<file path="config.mk">
export PLATFORM = sky130hd
export DESIGN_NAME = refill_arbiter
export DESIGN_NICKNAME = d
export VERILOG_FILES = /design/src/hdl/aquila_mem_pkg.sv /design/src/hdl/refill_arbiter.sv
export VERILOG_INCLUDE_DIRS = /design/src /design/src/include
export SDC_FILE = /design/constraint.sdc
export NUM_CORES = 1
export LEC_CHECK = 0
export BUFFER_PORTS_ARGS = -buffer_cell sky130_fd_sc_hd__buf_2
export CAP_MARGIN = 20
export CORE_MARGIN = 8
export CORE_UTILIZATION = 34
export CTS_CLUSTER_DIAMETER = 150
export DETAILED_ROUTE_END_ITERATION = 10
export PLACE_DENSITY = 0.72
export REMOVE_ABC_BUFFERS = 1
export SLEW_MARGIN = 20
export SYNTH_ARGS = -nofsm -noshare
export SYNTH_HDL_FRONTEND = slang
export SYNTH_SLANG_ARGS = --single-unit
</file>
<file path="constraint.sdc">
create_clock -name clk_i -period 1.87 [get_ports clk_i]
set_input_delay 0.374 -clock clk_i [delete_from_list [all_inputs] [get_ports clk_i]]
set_output_delay 0.374 -clock clk_i [all_outputs]
set_load 0.02 [all_outputs]
</file>
<file path="src/include/aquila_mem_settings.svh">
`ifndef AQUILA_MEM_SETTINGS_SVH
`define AQUILA_MEM_SETTINGS_SVH

// Data and address width
`define AQ_XLEN           32

// TCM depth in words
`define AQ_TCM_WORDS      1024

// Segment codes in the top address nibble
// Any other nibble falls into the cached DRAM segment
`define AQ_SEG_TCM        4'h0
`define AQ_SEG_DEV        4'hC
`define AQ_SEG_SYS        4'hF

// Address bits 19..16 inside the system segment that select the timer
`define AQ_CLINT_PAGE     4'h0

// Timer word offsets, address bits 4..2
`define AQ_CLINT_MSIP     3'd0
`define AQ_CLINT_CMP_LO   3'd2
`define AQ_CLINT_CMP_HI   3'd3
`define AQ_CLINT_TIME_LO  3'd4
`define AQ_CLINT_TIME_HI  3'd5

// Timer compare starts far in the future
`define AQ_CMP_RESET      64'hFFFF_FFFF_FFFF_FFFF

`endif

</file>
<file path="src/hdl/aquila_mem_pkg.sv">
`include "aquila_mem_settings.svh"

package aquila_mem_pkg;

    // ------------------------------
    // Plain vectors
    // ------------------------------
    typedef logic [`AQ_XLEN-1:0]               word_t;
    typedef logic [`AQ_XLEN-1:0]               addr_t;
    typedef logic [`AQ_XLEN/8-1:0]             byte_en_t;
    typedef logic [$clog2(`AQ_TCM_WORDS)-1:0]  tcm_index_t;
    typedef logic [2:0]                        clint_off_t;

    // ------------------------------
    // State and select encodings
    // ------------------------------
    typedef enum logic [1:0] {
        SEG_TCM  = 2'd0,
        SEG_DRAM = 2'd1,
        SEG_DEV  = 2'd2,
        SEG_SYS  = 2'd3
    } seg_sel_t;

    typedef enum logic [1:0] {
        ARB_IDLE = 2'd0,
        ARB_I    = 2'd1,
        ARB_D    = 2'd2
    } arb_state_t;

    // ------------------------------
    // Request and response bundles
    // ------------------------------
    // Data-side request, 70 bits
    typedef struct packed {
        logic     strobe;
        logic     rw;
        addr_t    addr;
        byte_en_t byte_en;
        word_t    wdata;
    } mem_req_t;

    // Ready level plus read word, 33 bits
    typedef struct packed {
        logic  ready;
        word_t rdata;
    } mem_rsp_t;

    // Instruction fetch, read only
    typedef struct packed {
        logic  strobe;
        addr_t addr;
    } fetch_req_t;

    // Refill request from one cache port
    typedef struct packed {
        logic  strobe;
        logic  rw;
        addr_t addr;
        logic  share_modify;
        logic  replacement;
    } refill_req_t;

    // Shared refill channel toward the coherence unit
    typedef struct packed {
        logic  strobe;
        logic  rw;
        addr_t addr;
        logic  share_modify;
        logic  replacement;
        logic  is_instr_fetch;
    } refill_out_t;

endpackage

</file>
<file path="src/hdl/refill_arbiter.sv">
`timescale 1ns/1ps

module refill_arbiter (
    input  logic                        clk_i,
    input  logic                        rst_i,
    input  aquila_mem_pkg::refill_req_t icache_req_i,
    output logic                        icache_ready_o,
    input  aquila_mem_pkg::refill_req_t dcache_req_i,
    output logic                        dcache_ready_o,
    output aquila_mem_pkg::refill_out_t cu_req_o,
    input  logic                        cu_ready_i
);

    import aquila_mem_pkg::*;

    arb_state_t  state_q;
    arb_state_t  state_d;
    refill_out_t cu_req_q;

    // ------------------------------
    // Grant FSM
    // ------------------------------
    // Instruction side wins a tie in idle
    always_comb begin
        case (state_q)
            ARB_IDLE: begin
                if (icache_req_i.strobe) begin
                    state_d = ARB_I;
                end else if (dcache_req_i.strobe) begin
                    state_d = ARB_D;
                end else begin
                    state_d = ARB_IDLE;
                end
            end
            // Owner keeps the channel until the response
            ARB_I:   state_d = cu_ready_i ? ARB_IDLE : ARB_I;
            ARB_D:   state_d = cu_ready_i ? ARB_IDLE : ARB_D;
            default: state_d = ARB_IDLE;
        endcase
    end

    // ------------------------------
    // Outgoing request register
    // ------------------------------
    // Loaded from the next state so the strobe rises on the grant edge
    always_ff @(posedge clk_i) begin
        if (rst_i) begin
            state_q  <= ARB_IDLE;
            cu_req_q <= '0;
        end else begin
            state_q <= state_d;
            case (state_d)
                ARB_I: begin
                    // Fetch refills are plain reads
                    cu_req_q <= '{strobe:         1'b1,
                                  rw:             1'b0,
                                  addr:           icache_req_i.addr,
                                  share_modify:   1'b0,
                                  replacement:    1'b0,
                                  is_instr_fetch: 1'b1};
                end
                ARB_D: begin
                    cu_req_q <= '{strobe:         1'b1,
                                  rw:             dcache_req_i.rw,
                                  addr:           dcache_req_i.addr,
                                  share_modify:   dcache_req_i.share_modify,
                                  replacement:    dcache_req_i.replacement,
                                  is_instr_fetch: 1'b0};
                end
                default: cu_req_q <= '0;
            endcase
        end
    end

    assign cu_req_o = cu_req_q;

    // Response goes back only to the current owner
    assign icache_ready_o = (state_q == ARB_I) & cu_ready_i;
    assign dcache_ready_o = (state_q == ARB_D) & cu_ready_i;

endmodule

</file>
==> flow_metrics.tcl <==
set metrics [dict create \
    status "finished, final reports clean" \
    grt_usage_pct 13.2 \
    syn_avg_cell_area_sq_um 10.0 \
    netlist_area_sq_mm 0.00136 \
    min_path_type "in -> reg" \
    ys_warn_count 0 \
    clkLatencyLatePin_ps 290 \
    grt.overflow.total 0 \
    first_pass_iters 4 \
    drt-wirelength-per-cell_microns 14.1 \
    cap_violations 0 \
    fmax_mhz 556 \
    final_common_cell "buf_2" \
    finalHoldViolations 0 \
    ys_seq_area_share_pct 57.4 \
    pin_count 114 \
    cts_tree "built" \
    post-place-cells 294 \
    die_w_microns 79.2 \
    cts_root_buf "clkbuf_8" \
    nNetsFinal 329 \
    drive_above_1_share_pct 54.4 \
    final_cells 302 \
    grt_pass1_wl_mm 6.55 \
    first_iter_violations 54 \
    cts_buffers 5 \
    slew_headroom_pct 72.6 \
    yosysUniqueCellTypes 19 \
    fin_crit_ps 1800 \
    diodes 0 \
    clk_pin_slew_worst_paths_ps 80 \
    cpPeakStageDelay_ps 550 \
    hpwl_mm 3.35 \
    arrival_ps 2030 \
    clockBufferDepth 2 \
    pre_cts_slack_ps -84.8 \
    r2r_setup_slack_ps 70 \
    grt_setup_unrepaired "false" \
    path_cells "or4b_4 > nand2_1 > ha_1 > or2_4 > buf_12 > nor2_1" \
    drc 0 \
    grt_pass1_vias 1459 \
    die_area_sq_mm 0.00628 \
    synth_seq_cells 39 \
    finalSetupViolations 0 \
    worst_pin_slew_ps 408 \
    period_share_pct 96.1 \
    slew_viol_final 0 \
    power_density_mw_per_mm2 943 \
    rows 23 \
    synthCells 136 \
    crit_slowest_cell "or4b_4" \
    via_per_inst 4.73 \
    start_kind "register" \
    final_cell_mix "buf_2 (110), dfxtp_1 (37), nor2_1 (34)" \
    finish.utilization_pct 55.7 \
    core_area_sq_mm 0.00391 \
    place_congestion 0.766 \
    start_util_pct 34.8 \
    die_h_microns 79.2 \
    endpoint_kind "register" \
    grt_max_degree 25 \
    postRouteAntennaNets 0 \
    syn_to_final_growth_pct 60.3 \
    dpl_cell_area_sq_mm 0.00204 \
    antenna_found_initial 0 \
    holdBufCountCts 0 \
    vias 1428 \
    power.leakage_nw 1.13 \
    cp_num_buf_inv 1 \
    postCtsSetupBuffers 0 \
    clock_skew_ps 5.10 \
    cts_num_sinks 39 \
    cpLargestDelayFamily "simple AND/OR/NAND/NOR gates" \
    worst_ep_required_time_ps 2100 \
    vdd_drop_max_mv 0.516 \
    fillers 383 \
    h-tree-depth 2 \
    finalInstanceArea_sq_mm 0.00218 \
    routed_wl_mm 4.26 \
    worstSetupPathType "reg -> reg" \
    worst_slack_ps 72.1 \
    crit_fanout 19 \
    fin_tns_setup_ps 0 \
    io_buffers 110 \
]
==> final timing paths <==
kind | to | startpoint | depth (start not counted)
hold / removal | cu_req_o[35] | dcache_req_i[34] | 2
setup reg to reg | cu_req_o[21] | state_q[1] | 6
setup / recovery | cu_req_o[21] | state_q[1] | 6
hold reg to reg | state_q[0] | state_q[1] | 2
==> metal layers <==
metal	global-route usage (%)	vias to the layer above	routed length (microns)
met1	12.4	642	1530
met4	6.48	0	104
met5	0	-	0
met3	7.34	10	489
met2	22.8	70	2130
li1	-	706	-
==> cells by family after synthesis <==
family / synth area share (%)
AND/OR/NAND/NOR: 15.5
adder cells (fa/ha/maj): 2.76
flip-flops: 57.4
buffers and inverters: 4.32
AO/OA/AOI/OAI: 20.0
==> final cells by class <==
class                           count  area (sq um)  area share, %
Tap cell                           50          62.6           2.87
Multi-Input combinational cell     85           541           24.8
Clock buffer                        6          82.6           3.79
Clock inverter                      2          35.0           1.61
Sequential cell                    39           783           35.9
Inverter                            1          3.75          0.172
Timing Repair Buffer              119           672           30.8
==> power breakdown <==
part	switching [mW]	internal (mW)	leakage (nW)
sequential	0.0141	0.883	0.318
clock	0.282	0.432	0.0612
combinational	0.238	0.206	0.746
total	0.534	1.52	1.13
==> sequential cells by signal, indices dropped and copies added (netlist names) <==
| signal | count |
|---|---|
| cu_req_o | 37 |
| state_q | 2 |
==> stage by stage <==
| step | power (mW) | hold slack, ps |
|---|---|---|
| after floorplan | 1.13 | 443 |
| after global placement | 1.34 | 573 |
| after detailed placement | 1.35 | 577 |
| after CTS | 2.07 | 272 |
| after global routing | 2.17 | 271 |
| final | 2.05 | 283 |
==> worst reg2reg max path: cells and delay by family, from the launching register on <==
kind	cells	cell delay [ps]
buf+inv	1	160
simple gates	4	1020
flops	1	340
fa+ha+maj	1	230
==> timing repair <==
item,CTS,global route
endpoints found under the setup margin,12,26
resized for setup,1,7
gates cloned,0,0
==> cells in the mapped netlist <==
master | instances | share of area (%)
a2111oi_0 | 1 | 0.64
a211o_2 | 1 | 0.74
a211oi_1 | 1 | 0.55
a21oi_1 | 1 | 0.37
a22oi_1 | 32 | 18
and2_1 | 4 | 1.8
and3b_2 | 1 | 0.74
buf_2 | 2 | 0.74
buf_4 | 3 | 1.7
clkbuf_1 | 6 | 1.7
dfxtp_1 | 39 | 57
ha_1 | 3 | 2.8
inv_1 | 1 | 0.28
nand2_1 | 2 | 0.55
nor2_1 | 34 | 9.4
nor2b_1 | 2 | 0.92
or2_2 | 1 | 0.46
or3b_1 | 1 | 0.64
or4b_4 | 1 | 1.0
No activity file was read; power rests on OpenSTA's default activity.
