`src/include/aquila_mem_settings.svh`:
```
`ifndef AQUILA_MEM_SETTINGS_SVH
`define AQUILA_MEM_SETTINGS_SVH

// Data and address width
`define AQ_XLEN           32

// TCM depth in words
`define AQ_TCM_WORDS      1024

// Segment codes in the top address nibble
// Any other nibble falls into the cached DRAM segment
`define AQ_SEG_TCM        4'h0
`define AQ_SEG_DEV        4'hC
`define AQ_SEG_SYS        4'hF

// Address bits 19..16 inside the system segment that select the timer
`define AQ_CLINT_PAGE     4'h0

// Timer word offsets, address bits 4..2
`define AQ_CLINT_MSIP     3'd0
`define AQ_CLINT_CMP_LO   3'd2
`define AQ_CLINT_CMP_HI   3'd3
`define AQ_CLINT_TIME_LO  3'd4
`define AQ_CLINT_TIME_HI  3'd5

// Timer compare starts far in the future
`define AQ_CMP_RESET      64'hFFFF_FFFF_FFFF_FFFF

`endif

```
`src/hdl/aquila_mem_pkg.sv`:
```
`include "aquila_mem_settings.svh"

package aquila_mem_pkg;

    // ------------------------------
    // Plain vectors
    // ------------------------------
    typedef logic [`AQ_XLEN-1:0]               word_t;
    typedef logic [`AQ_XLEN-1:0]               addr_t;
    typedef logic [`AQ_XLEN/8-1:0]             byte_en_t;
    typedef logic [$clog2(`AQ_TCM_WORDS)-1:0]  tcm_index_t;
    typedef logic [2:0]                        clint_off_t;

    // ------------------------------
    // State and select encodings
    // ------------------------------
    typedef enum logic [1:0] {
        SEG_TCM  = 2'd0,
        SEG_DRAM = 2'd1,
        SEG_DEV  = 2'd2,
        SEG_SYS  = 2'd3
    } seg_sel_t;

    typedef enum logic [1:0] {
        ARB_IDLE = 2'd0,
        ARB_I    = 2'd1,
        ARB_D    = 2'd2
    } arb_state_t;

    // ------------------------------
    // Request and response bundles
    // ------------------------------
    // Data-side request, 70 bits
    typedef struct packed {
        logic     strobe;
        logic     rw;
        addr_t    addr;
        byte_en_t byte_en;
        word_t    wdata;
    } mem_req_t;

    // Ready level plus read word, 33 bits
    typedef struct packed {
        logic  ready;
        word_t rdata;
    } mem_rsp_t;

    // Instruction fetch, read only
    typedef struct packed {
        logic  strobe;
        addr_t addr;
    } fetch_req_t;

    // Refill request from one cache port
    typedef struct packed {
        logic  strobe;
        logic  rw;
        addr_t addr;
        logic  share_modify;
        logic  replacement;
    } refill_req_t;

    // Shared refill channel toward the coherence unit
    typedef struct packed {
        logic  strobe;
        logic  rw;
        addr_t addr;
        logic  share_modify;
        logic  replacement;
        logic  is_instr_fetch;
    } refill_out_t;

endpackage

```
`src/hdl/clint_timer.sv`:
```
`timescale 1ns/1ps
`include "aquila_mem_settings.svh"

module clint_timer (
    input  logic                     clk_i,
    input  logic                     rst_i,
    input  aquila_mem_pkg::mem_req_t req_i,
    output aquila_mem_pkg::mem_rsp_t rsp_o,
    output logic                     tmr_irq_o,
    output logic                     sft_irq_o
);

    import aquila_mem_pkg::*;

    logic [63:0] mtime_q;
    logic [63:0] mtimecmp_q;
    logic        msip_q;
    logic        tmr_irq_q;
    logic        ready_q;
    word_t       rdata_q;
    word_t       rd_word;
    clint_off_t  off;
    logic        wr_en;

    assign off   = req_i.addr[4:2];
    assign wr_en = req_i.strobe & req_i.rw;

    // ------------------------------
    // Time counter
    // ------------------------------
    // Free running, a word write replaces one half for that cycle
    always_ff @(posedge clk_i) begin
        if (rst_i) begin
            mtime_q <= '0;
        end else if (wr_en && off == `AQ_CLINT_TIME_LO) begin
            mtime_q <= {mtime_q[63:32], req_i.wdata};
        end else if (wr_en && off == `AQ_CLINT_TIME_HI) begin
            mtime_q <= {req_i.wdata, mtime_q[31:0]};
        end else begin
            mtime_q <= mtime_q + 64'd1;
        end
    end

    // ------------------------------
    // Compare and software bit
    // ------------------------------
    always_ff @(posedge clk_i) begin
        if (rst_i) begin
            mtimecmp_q <= `AQ_CMP_RESET;
            msip_q     <= 1'b0;
        end else if (wr_en) begin
            case (off)
                `AQ_CLINT_MSIP:   msip_q            <= req_i.wdata[0];
                `AQ_CLINT_CMP_LO: mtimecmp_q[31:0]  <= req_i.wdata;
                `AQ_CLINT_CMP_HI: mtimecmp_q[63:32] <= req_i.wdata;
                default: ;
            endcase
        end
    end

    // Timer interrupt level, registered
    always_ff @(posedge clk_i) begin
        if (rst_i) begin
            tmr_irq_q <= 1'b0;
        end else begin
            tmr_irq_q <= (mtime_q >= mtimecmp_q);
        end
    end

    // ------------------------------
    // Read path
    // ------------------------------
    always_comb begin
        case (off)
            `AQ_CLINT_MSIP:    rd_word = word_t'(msip_q);
            `AQ_CLINT_CMP_LO:  rd_word = mtimecmp_q[31:0];
            `AQ_CLINT_CMP_HI:  rd_word = mtimecmp_q[63:32];
            `AQ_CLINT_TIME_LO: rd_word = mtime_q[31:0];
            `AQ_CLINT_TIME_HI: rd_word = mtime_q[63:32];
            default:           rd_word = '0;
        endcase
    end

    // One cycle answer, same as the TCM
    always_ff @(posedge clk_i) begin
        if (rst_i) begin
            ready_q <= 1'b0;
        end else begin
            ready_q <= req_i.strobe;
        end
    end

    always_ff @(posedge clk_i) begin
        if (req_i.strobe) begin
            rdata_q <= rd_word;
        end
    end

    assign rsp_o     = '{ready: ready_q, rdata: rdata_q};
    assign tmr_irq_o = tmr_irq_q;
    assign sft_irq_o = msip_q;

endmodule

```
`config.mk`:
```
export PLATFORM = sky130hd
export DESIGN_NAME = clint_timer
export DESIGN_NICKNAME = d
export VERILOG_FILES = /design/src/hdl/aquila_mem_pkg.sv /design/src/hdl/clint_timer.sv
export VERILOG_INCLUDE_DIRS = /design/src /design/src/include
export SDC_FILE = /design/constraint.sdc
export NUM_CORES = 1
export LEC_CHECK = 0
export ABC_CLOCK_PERIOD_IN_PS = 2930
export BUFFER_PORTS_ARGS = -buffer_cell sky130_fd_sc_hd__buf_2
export CAP_MARGIN = 10
export CORE_ASPECT_RATIO = 1.1
export CORE_MARGIN = 5
export CORE_UTILIZATION = 54
export CTS_CLUSTER_SIZE = 40
export DETAILED_ROUTE_END_ITERATION = 8
export PLACE_DENSITY = 0.77
export SLEW_MARGIN = 20
export SYNTH_ARGS = -nofsm -noshare
export SYNTH_HDL_FRONTEND = slang
export SYNTH_SLANG_ARGS = --single-unit
```
`constraint.sdc`:
```
create_clock -name clk_i -period 2.93 [get_ports clk_i]
set_clock_uncertainty 0.2 [all_clocks]
set_input_delay 0.4395 -clock clk_i [delete_from_list [all_inputs] [get_ports clk_i]]
set_output_delay 0.4395 -clock clk_i [all_outputs]
set_load 0.02 [all_outputs]
```
==> key figures, run 1 <==
Placement
  • HPWL Detailed: approximately 23000 um
  • Routability Congestion: 0.978
  • Setup WS pre-CTS: approximately 90 ps
  • IO Port Bufs: 73
  • Placed Area: 10700 um^2

Pwr
  • Logic pwr share: about 8.7%
  • Peak supply drop: 0.000440 V
  • Sw power: between 1 and 1.5 mW
  • Sequential Power Share: a little over two fifths
  • Clock share of power: between 40% and 50%
  • PwrDens: about 480 nW/um^2
  • Pint: around 4.1 mW
  • Total power: about 5.5 mW
  • Switching share of total power: between 20% and 30%
  • Leakage: ~5 nW

Clock network
  • Post-CTS setup buffers: 0
  • H-tree levels: 4
  • Clock-pin slew on the worst setup and hold paths: 70 ps
  • Total CTS buffers: 17
  • Clock sinks: between 150 and 200
  • Root buf cell: clkbuf_16
  • Worst-Skew Late Latency: 440 ps
  • CTS max path bufs: 2
  • TritonCTS clock tree: yes

Yosys
  • Synth Cell Area: roughly 9700 um^2
  • Asr flop ratio synth: 0%
  • Synth Flop Type: dfxtp_1
  • Synthesized Nets: roughly 1300
  • Synth warnings: 0
  • Synthesized area per cell: between 8 and 9 um^2
  • Synth cell types: between 60 and 70
  • Seq/Total Area, Yosys: between 30% and 40%
  • FF+latch count, synth: between 150 and 200
  • Number of synthesized flops with an enable pin: 32
  • Syn Inst Count: ~1200

Floorplan
  • Row cnt: slightly above 50
  • Die width: between 100 and 150 um
  • DIE AREA: 20800 um^2
  • I/O Pins: between 100 and 150
  • Die Y: about 150 um
  • Starting density of the core: 55.0%
  • CORE AREA: approximately 18000 um^2

Drt
  • DR vias/cell: 6.69
  • Drt drc: 0
  • 1st-iter DRT viols: 1309
  • DRT antenna net count: 0
  • DR pass1 iterations: 6
  • Avg WL per Cell: about 22 um
  • Vias post-DR: between 9000 and 10000
  • Final WL: ~32000 um

STA
  • RSZ-0062 raised after global routing: no
  • Setup violations, final: 0
  • Final Hold Fails: 0
  • Period utilization: around 95%
  • Max Slew Vio Count: 0
  • Fmax: between 300 and 400 MHz
  • Slew HR: between 50 and 60%
  • Worst slew pin tran: 599 ps
  • Setup TNS: 0 ps
  • Fin crit period: between 2000 and 3000 ps
  • Hold_ws: 82.7 ps
  • Final setup margin: about 130 ps

Setup path
  • Crit-path max cell delay: 470 ps
  • Reg-to-Reg Start: mtime_q[1]
  • Worst setup EP type: flop
  • CP required: ~3100 ps
  • CP cell instances: ha_1 > nand3_2 > or4_1 > buf_4 > nor4_4 > buf_6 > nand3_1 > or3_1 > a31oi_1
  • WS Path Type: reg2reg
  • Slowest-stage cell, CP: or4_1
  • R2R Path End: mtime_q[40]
  • Flop2flop setup slack: 130 ps
  • Bufs and invs on worst path: 2
  • Top Family by Delay on Critical Path: simple AND/OR/NAND/NOR gates
  • Worst Setup Start Kind: flop
  • R2R cell count: 9
  • CP arrival: around 3000 ps
  • Worst-path fanout max: 9
  • Crit. path cell count: 9

Cells and area
  • Commonest cells after routing, fill and taps aside: nand2_1 (136), dfxtp_1 (131), inv_1 (77), buf_4 (74), buf_2 (73)
  • Post-Layout Inst Area: 11400 um^2
  • Antenna Cells: 0
  • P&R area growth vs syn: 17.4%
  • Fill cells: 1512
  • Most common cell after layout, fill and taps aside: nand2_1
  • Share of cells above drive strength 1: between 10% and 20%
  • Nets: 1380

Worst hold path
  • Worst hold endpoint: mtimecmp_q[62]
  • Min-delay worst type: in2reg
  • WHS Path Cells: 3
  • HP Start: req_i[30]

GRT
  • First-pass GRT wire length: approximately 51000 um
  • Total congestion overflow: 0
  • Vias in the first global route: 9189
  • Initial antenna violation count: 0
  • All-Layer GR Usage: between 30% and 40%
  • Largest net degree at the start of global routing: 65

Flow run
  • Max Cap Violations: 0

Outcome
  • Status: finished, final reports clean
worst max-delay path by stage:
stage               startpoint           to
finish              mtime_q[1]  mtime_q[40]
global route        mtime_q[0]    tmr_irq_o
CTS                 mtime_q[1]  mtime_q[28]
detailed placement  mtime_q[1]  mtime_q[28]
global placement    mtime_q[0]  mtime_q[28]
floorplan           mtime_q[0]  mtime_q[56]
repair_timing:
item	4_1_cts	5_1_grt
hold buffers	0	0
endpoints found under the setup margin	0	2
gates resized for setup	0	3
worst reg2reg max path, cell delays in order, from the launching register on:
cell     delay [ps]
dfxtp_1         350
ha_1            220
nand3_2         100
or4_1           470
buf_4           190
nor4_4          380
buf_6           220
nand3_1         120
or3_1           320
a31oi_1         160
through the flow:
stage / instances / util [%]
2_1_floorplan: 1156 / -
3_3_place_gp: 1462 / 60.6
3_5_place_dp: 1462 / 60.6
4_1_cts: 1494 / 64.4
5_1_grt: 1494 / 64.5
6_report: 1494 / 64.5
flip-flops by register name, summed over array words and instances, names as in the netlist:
register and cells:
mtime_q 64, mtimecmp_q 64, rdata_q 32, ready_q 1, sft_irq_o 1, tmr_irq_o 1
layout make-up:
class / instances / area, um^2 / share of cell area [%]
Multi-Input combinational cell: 831 / 5550 / 48.7
Timing Repair Buffer: 152 / 1010 / 8.87
Tap cell: 238 / 298 / 2.61
Clock buffer: 19 / 443 / 3.88
Sequential cell: 163 / 3580 / 31.4
Inverter: 78 / 293 / 2.57
Clock inverter: 13 / 228 / 2.00
cell usage after synthesis (all sizes together), types with 9 or more instances:
| master | number | area [um^2] |
|---|---|---|
| a22oi | 31 | 233 |
| and3 | 19 | 120 |
| inv | 77 | 289 |
| buf | 13 | 61.3 |
| or3 | 13 | 82.6 |
| nand2 | 137 | 522 |
| dfxtp | 131 | 2620 |
| a22o | 37 | 325 |
| and4 | 9 | 78.8 |
| o211ai | 72 | 541 |
| a221o | 31 | 310 |
| ha | 65 | 813 |
| nor2 | 54 | 203 |
| nor3 | 26 | 135 |
| edfxtp | 32 | 961 |
| nor4 | 14 | 103 |
| o21ai | 37 | 185 |
| and2 | 13 | 81.3 |
| a21oi | 65 | 325 |
| clkbuf | 71 | 267 |
| a31oi | 22 | 138 |
| nand4 | 36 | 225 |
| a21o | 11 | 82.6 |
| or4 | 10 | 75.1 |
| nand3 | 47 | 250 |
cell families (layout without fill, tap and decap cells):
logic type | after synthesis | count (layout) | synth area share, %
AOI/OAI and AO/OA | 360 | 360 | 26.6
xor gates and xnor gates | 1 | 1 | 0.0902
adders and majority gates | 65 | 65 | 8.37
buffers and inverters | 162 | 262 | 6.39
DFF | 163 | 163 | 36.9
muxes | 8 | 8 | 0.850
and+or+nand+nor | 397 | 397 | 20.8
power by group through the flow:
| stage | clock network (mW) | registers [mW] | logic [mW] |
|---|---|---|---|
| after detailed placement | 0 | 2.45 | 0.461 |
| after global routing | 2.70 | 2.41 | 0.509 |
| after floorplan | 0 | 2.49 | 0.210 |
| final | 2.58 | 2.40 | 0.474 |
| after global placement | 0 | 2.45 | 0.456 |
| after CTS | 2.58 | 2.40 | 0.464 |
per-layer routing:
metal | GRT usage, % | vias to the layer above | wire, um
li1 | - | 4553 | -
met1 | 44.7 | 4716 | 13200
met2 | 48.5 | 624 | 14200
met3 | 6.28 | 99 | 3680
met4 | 9.93 | 0 | 1010
met5 | 0 | - | 0
Power figures use the tool's default switching activity.
==> inputs of run 2 (changes only) <==
--- a/config.mk
+++ b/config.mk
@@ -10,7 +10,7 @@
 export BUFFER_PORTS_ARGS = -buffer_cell sky130_fd_sc_hd__buf_2
 export CAP_MARGIN = 10
 export CORE_ASPECT_RATIO = 1.1
-export CORE_MARGIN = 5
+export CORE_MARGIN = 1.5
 export CORE_UTILIZATION = 54
 export CTS_CLUSTER_SIZE = 40
 export DETAILED_ROUTE_END_ITERATION = 8
==> run 2 against run 1 <==
Sequential share of layout area rose by 0.15 points; clock-buffer cell count grew 3; critical path depth up 1; final cell count rose by 0.27%; critical endpoint is now tmr_irq_o; non-clock buffer count up 4.
==> key figures, run 2 (synthesis gave the netlist of run 1 again) <==
Outcome
  • Status: finished, final reports clean

Cells and area
  • Top Registers: mtime_q x64, mtimecmp_q x64, rdata_q x32
  • Antenna Cells: 0 (unchanged)
  • Nets: 1384 (+0.29%)
  • Share of cells above drive strength 1: 16.9% (+0.19 points)
  • P&R area growth vs syn: 16.9%
  • Commonest cells after routing, fill and taps aside: nand2_1 (136), dfxtp_1 (131), inv_1 (77), buf_4 (77), buf_2 (73)
  • Util after Layout: 64.2% (-0.30 points)
  • Most common cell after layout, fill and taps aside: nand2_1

Drt
  • DR pass1 iterations: 6 (unchanged)
  • 1st-iter DRT viols: 1149 (-12%)
  • Avg WL per Cell: 21.2 um (-1.3%)
  • Final WL: 31800 um (-1.0%)
  • Drt drc: 0 (unchanged)
  • DRT antenna net count: 0 (unchanged)
  • Vias post-DR: 9880 (-1.1%)
  • DR vias/cell: 6.60 (-1.4%)

STA
  • Slew HR: 56.1% (-3.6 points)
  • Setup TNS: 0 ps (unchanged)
  • Fmax: 353 MHz (-1.2%)
  • Fin crit period: 2830 ps (+32.7 ps)
  • Setup violations, final: 0 (unchanged)
  • Period utilization: 96.6% (+1.1 points)
  • Worst slew pin tran: 652 ps (+52.8 ps)
  • Hold_ws: 86.9 ps (+4.21 ps)
  • RSZ-0062 raised after global routing: no
  • Max Slew Vio Count: 0 (unchanged)
  • Final Hold Fails: 0 (unchanged)

Pwr
  • PwrDens: 449 nW/um^2 (-6.3%)
  • Sw power: 1.27 mW (-3.0%)
  • Switching share of total power: 24.9% (+0.96 points)
  • Clock share of power: 43.4% (-3.9 points)
  • Leakage: 4.96 nW (-0.44%)
  • Logic pwr share: 9.5% (+0.8 points)
  • Sequential Power Share: 47.1% (+3.1 points)
  • Peak supply drop: 0.000425 V (-3.4%)
  • Pint: 3.82 mW (-7.9%)

Setup path
  • Worst-path fanout max: 6 (-3)
  • CP arrival: 2910 ps (-50 ps)
  • Worst setup EP type: flop
  • WS Path Type: reg2reg
  • CP required: 3010 ps (-80 ps)
  • Worst Setup Start Kind: flop
  • Flop2flop setup slack: 100 ps (-30 ps)

Floorplan
  • DIE AREA: 18800 um^2 (-9.5%)
  • Row cnt: 51 (unchanged)
  • CORE AREA: 17700 um^2 (unchanged)
  • I/O Pins: 107 (unchanged)
  • Starting density of the core: 55.0% (unchanged)
  • Die Y: 144 um (-4.6%)
  • Die width: 131 um (-5.1%)

GRT
  • Largest net degree at the start of global routing: 65 (unchanged)
  • Vias in the first global route: 9032 (-1.7%)
  • Total congestion overflow: 0 (unchanged)
  • Initial antenna violation count: 0 (unchanged)
  • All-Layer GR Usage: 34.6% (+3.0 points)
  • First-pass GRT wire length: 49300 um (-3.2%)

Placement
  • Routability Congestion: 0.982 (+0.43%)
  • HPWL Detailed: 22900 um (about the same)
  • IO Port Bufs: 73 (unchanged)

Clock network
  • Clock sinks: 163 (unchanged)
  • Clock-pin slew on the worst setup and hold paths: 60 ps (about the same)
  • Post-CTS setup buffers: 0 (unchanged)
  • H-tree levels: 4 (unchanged)
  • CTS max path bufs: 2 (unchanged)
  • Total CTS buffers: 17 (unchanged)
  • TritonCTS clock tree: yes
  • Worst-Skew Late Latency: 440 ps (about the same)
  • Root buf cell: clkbuf_16

Worst hold path
  • Min-delay worst type: in2reg

Flow run
  • Max Cap Violations: 0 (unchanged)
run 2: what timing repair did:
item / CTS / global route
resized for setup: 0 / 3
hold buffers: 0 / 0
setup endpoints to repair: 0 / 7
run 2: final timing paths:
check              endpoint      startpoint  cells past startpoint
max               tmr_irq_o      mtime_q[0]                     10
min          mtimecmp_q[59]       req_i[27]                      3
max reg2reg       tmr_irq_o      mtime_q[0]                     10
min reg2reg  mtimecmp_q[58]  mtimecmp_q[58]                      2
run 2: area by class of cell:
cell class | instances | area, um^2
Fill cell | 1480 | 6320
Inverter | 78 | 293
Clock buffer | 22 | 464
Multi-Input combinational cell | 831 | 5550
Timing Repair Buffer | 156 | 1060
Sequential cell | 163 | 3580
Clock inverter | 10 | 106
Tap cell | 238 | 298
run 2: power groups by stage:
stage                     Combinational, mW  Sequential [mW]  Clock (mW)
after floorplan                       0.210             2.49           0
after global placement                0.460             2.45           0
after detailed placement              0.470             2.45           0
after CTS                             0.472             2.40        2.21
after global routing                  0.516             2.41        2.30
final                                 0.483             2.40        2.21
run 2: stage by stage:
stage                     std cells  setup slack (ps)  cell area, um^2  total power [mW]
final                          1498               101            11400              5.09
after floorplan                1156              71.8             9710              2.70
after global placement         1466              66.8            10800              2.91
after CTS                      1498              52.6            11300              5.08
after detailed placement       1466              73.7            10800              2.92
after global routing           1498              16.8            11400              5.22
run 2: worst max-delay path, cell delays in order (launching register included):
cell	delay (ps)
dfxtp_1	330
buf_4	150
inv_1	50
ha_1	270
nand2b_1	170
a2111oi_0	420
nor4_1	110
a2111oi_1	470
buf_4	210
o311a_1	150
o21ai_0	140
run 2: metal layers:
layer	track usage [%]	wire length, um
met5	0	0
met4	13.0	1030
met3	8.12	3400
met2	53.6	14300
met1	46.8	13100
==> inputs of run 3 (changes only) <==
--- a/config.mk
+++ b/config.mk
@@ -15,6 +15,7 @@
 export CTS_CLUSTER_SIZE = 40
 export DETAILED_ROUTE_END_ITERATION = 8
 export PLACE_DENSITY = 0.77
+export RECOVER_POWER = 25
 export SLEW_MARGIN = 20
 export SYNTH_ARGS = -nofsm -noshare
 export SYNTH_HDL_FRONTEND = slang
==> run 3 against run 2 <==
Hold slack gained 3.9 ps; final cell count is the same; register-to-register slack is essentially flat.
==> key figures, run 3 (synthesis gave the netlist of run 1 again) <==
Placement
  • HPWL Detailed: 22900 um (unchanged)
  • Placed insts: 1466 (unchanged)
  • Routability Congestion: 0.982 (unchanged)
  • IO Port Bufs: 73 (unchanged)
  • Setup WS pre-CTS: 73.7 ps (unchanged)

Cells and area
  • Nets: 1384 (unchanged)
  • Commonest cells after routing, fill and taps aside: nand2_1 (136), dfxtp_1 (131), inv_1 (77), buf_4 (76), o211ai_1 (72)
  • Non-Filler Instances: 1498 (unchanged)
  • Area of the multi-input gates: 5540 um^2 (-0.11%)
  • Most common cell after layout, fill and taps aside: nand2_1
  • Antenna Cells: 0 (unchanged)
  • Top Registers: mtime_q x64, mtimecmp_q x64, rdata_q x32
  • Fill cells: 1486 (+0.41%)
  • P&R area growth vs syn: 16.6%
  • Register Area: 3580 um^2 (unchanged)
  • Share of cells above drive strength 1: 16.3% (-0.63 points)

Outcome
  • Status: finished, final reports clean

GRT
  • Vias in the first global route: 9032 (unchanged)
  • Largest net degree at the start of global routing: 65 (unchanged)
  • Initial antenna violation count: 0 (unchanged)
  • First-pass GRT wire length: 49300 um (unchanged)
  • Total congestion overflow: 0 (unchanged)
  • All-Layer GR Usage: 34.6% (unchanged)

Drt
  • DR pass1 iterations: 6 (unchanged)
  • Drt drc: 0 (unchanged)
  • Final WL: 31900 um (+0.18%)
  • Vias post-DR: 9888 (+0.081%)
  • DRT antenna net count: 0 (unchanged)
  • DR vias/cell: 6.60 (about the same)
  • Avg WL per Cell: 21.3 um (+0.18%)
  • 1st-iter DRT viols: 1132 (-1.5%)

Setup path
  • CP cell instances: buf_4 > inv_1 > ha_1 > nand2b_1 > a2111oi_0 > nor4_1 > a2111oi_1 > buf_4 > o311a_1 > o21ai_0
  • Worst setup path start: mtime_q[0]
  • Worst-path fanout max: 6 (unchanged)
  • Reg-to-Reg Start: mtime_q[0]
  • Setup crit end: tmr_irq_o
  • Crit-path max cell delay: 470 ps (about the same)
  • Worst Setup Start Kind: flop
  • WS Path Type: reg2reg
  • Slowest-stage cell, CP: a2111oi_1
  • R2R Path End: tmr_irq_o
  • Worst setup EP type: flop
  • CP required: 3010 ps (about the same)
  • Flop2flop setup slack: 110 ps (about the same)
  • R2R cell count: 10 (unchanged)
  • Critical path's most frequent cell: buf_4
  • CP arrival: 2900 ps (about the same)

Clock network
  • CTS hold repair buffers: 0 (unchanged)
  • Worst-Skew Late Latency: 430 ps (about the same)
  • TritonCTS clock tree: yes
  • Root buf cell: clkbuf_16
  • Post-CTS setup buffers: 0 (unchanged)
  • Total CTS buffers: 17 (unchanged)
  • Clock-pin slew on the worst setup and hold paths: 70 ps (about the same)
  • H-tree levels: 4 (unchanged)
  • CTS max path bufs: 2 (unchanged)
  • Clock sinks: 163 (unchanged)
  • Post-CTS sizing: 0 (unchanged)

Floorplan
  • DIE AREA: 18800 um^2 (unchanged)
  • Die width: 131 um (unchanged)
  • Die Y: 144 um (unchanged)
  • Row cnt: 51 (unchanged)
  • I/O Pins: 107 (unchanged)
  • CORE AREA: 17700 um^2 (unchanged)
  • Starting density of the core: 55.0% (unchanged)

Pwr
  • Peak supply drop: 0.000421 V (-0.92%)
  • PwrDens: 450 nW/um^2 (+0.23%)
  • Leakage: 4.94 nW (-0.50%)
  • Total power: 5.09 mW (about the same)

STA
  • Fmax: 355 MHz (+0.46%)
  • Slew HR: 11.8% (-44 points)
  • Fin crit period: 2820 ps (-12.9 ps)
  • Setup violations, final: 0 (unchanged)
  • RSZ-0062 raised after global routing: no
  • Final Hold Fails: 0 (unchanged)
  • Period utilization: 96.1% (-0.44 points)
  • Setup TNS: 0 ps (unchanged)
  • Worst slew pin tran: 1320 ps (+671 ps)
  • Max Slew Vio Count: 0 (unchanged)
  • Final setup margin: 114 ps (+12.9 ps)

Flow run
  • Max Cap Violations: 0 (unchanged)

Worst hold path
  • Min-delay worst type: in2reg
==> run 3: cell types whose count changed in the layout (fill, tap and decap cells not counted) <==
cell	previous run	this run
buf_12	6	5
and3_1	15	16
nor3_1	24	25
and3_2	4	3
nor3_2	2	1
buf_2	73	68
buf_4	77	76
clkbuf_2	0	1
clkbuf_1	3	9
==> run 3: stage by stage <==
stage	hold WS [ps]	util [%]	area [um^2]
detailed placement	314	60.9	10800
global route	98.1	64.1	11300
global placement	306	60.9	10800
CTS	84.5	64.2	11300
floorplan	269	-	9710
finish	90.8	64.1	11300
==> run 3: power breakdown <==
part	internal [mW]	switching, mW
Sequential	2.36	0.0379
Clock	1.29	0.917
Combinational	0.166	0.315
Total	3.82	1.27
==> run 3: worst max-delay path: cells and delay by family (launching register included) <==
family | cells | cell delay (ps)
AOI/OAI and AO/OA | 4 | 1180
adders and majority gates | 1 | 270
buffers and inverters | 3 | 410
DFF | 1 | 330
and+or+nand+nor | 2 | 280
==> run 3: how the worst min path moves through the flow <==
stage | start | end | depth (start not counted)
final | req_i[30] | mtimecmp_q[62] | 3
after global routing | req_i[25] | mtime_q[57] | 3
after CTS | req_i[27] | mtimecmp_q[59] | 3
after detailed placement | mtimecmp_q[0] | mtimecmp_q[0] | 2
after global placement | mtimecmp_q[0] | mtimecmp_q[0] | 2
after floorplan | mtimecmp_q[0] | mtimecmp_q[0] | 2
==> run 3: layout make-up <==
class	instances	share of cell area (%)
repair buffers	156	9.17
inverters	78	2.59
clock inverters	10	0.939
multi-input cells	831	48.9
clock buffers	22	4.10
flip-flops and latches	163	31.6
well taps	238	2.63
==> run 3: metal layers <==
layer / vias up / track usage (%) / routed length [um]
met5: - / 0 / 0
met4: 0 / 13.0 / 1000
met3: 89 / 8.12 / 3150
met2: 531 / 53.6 / 14300
met1: 4702 / 46.8 / 13400
li1: 4566 / - / -
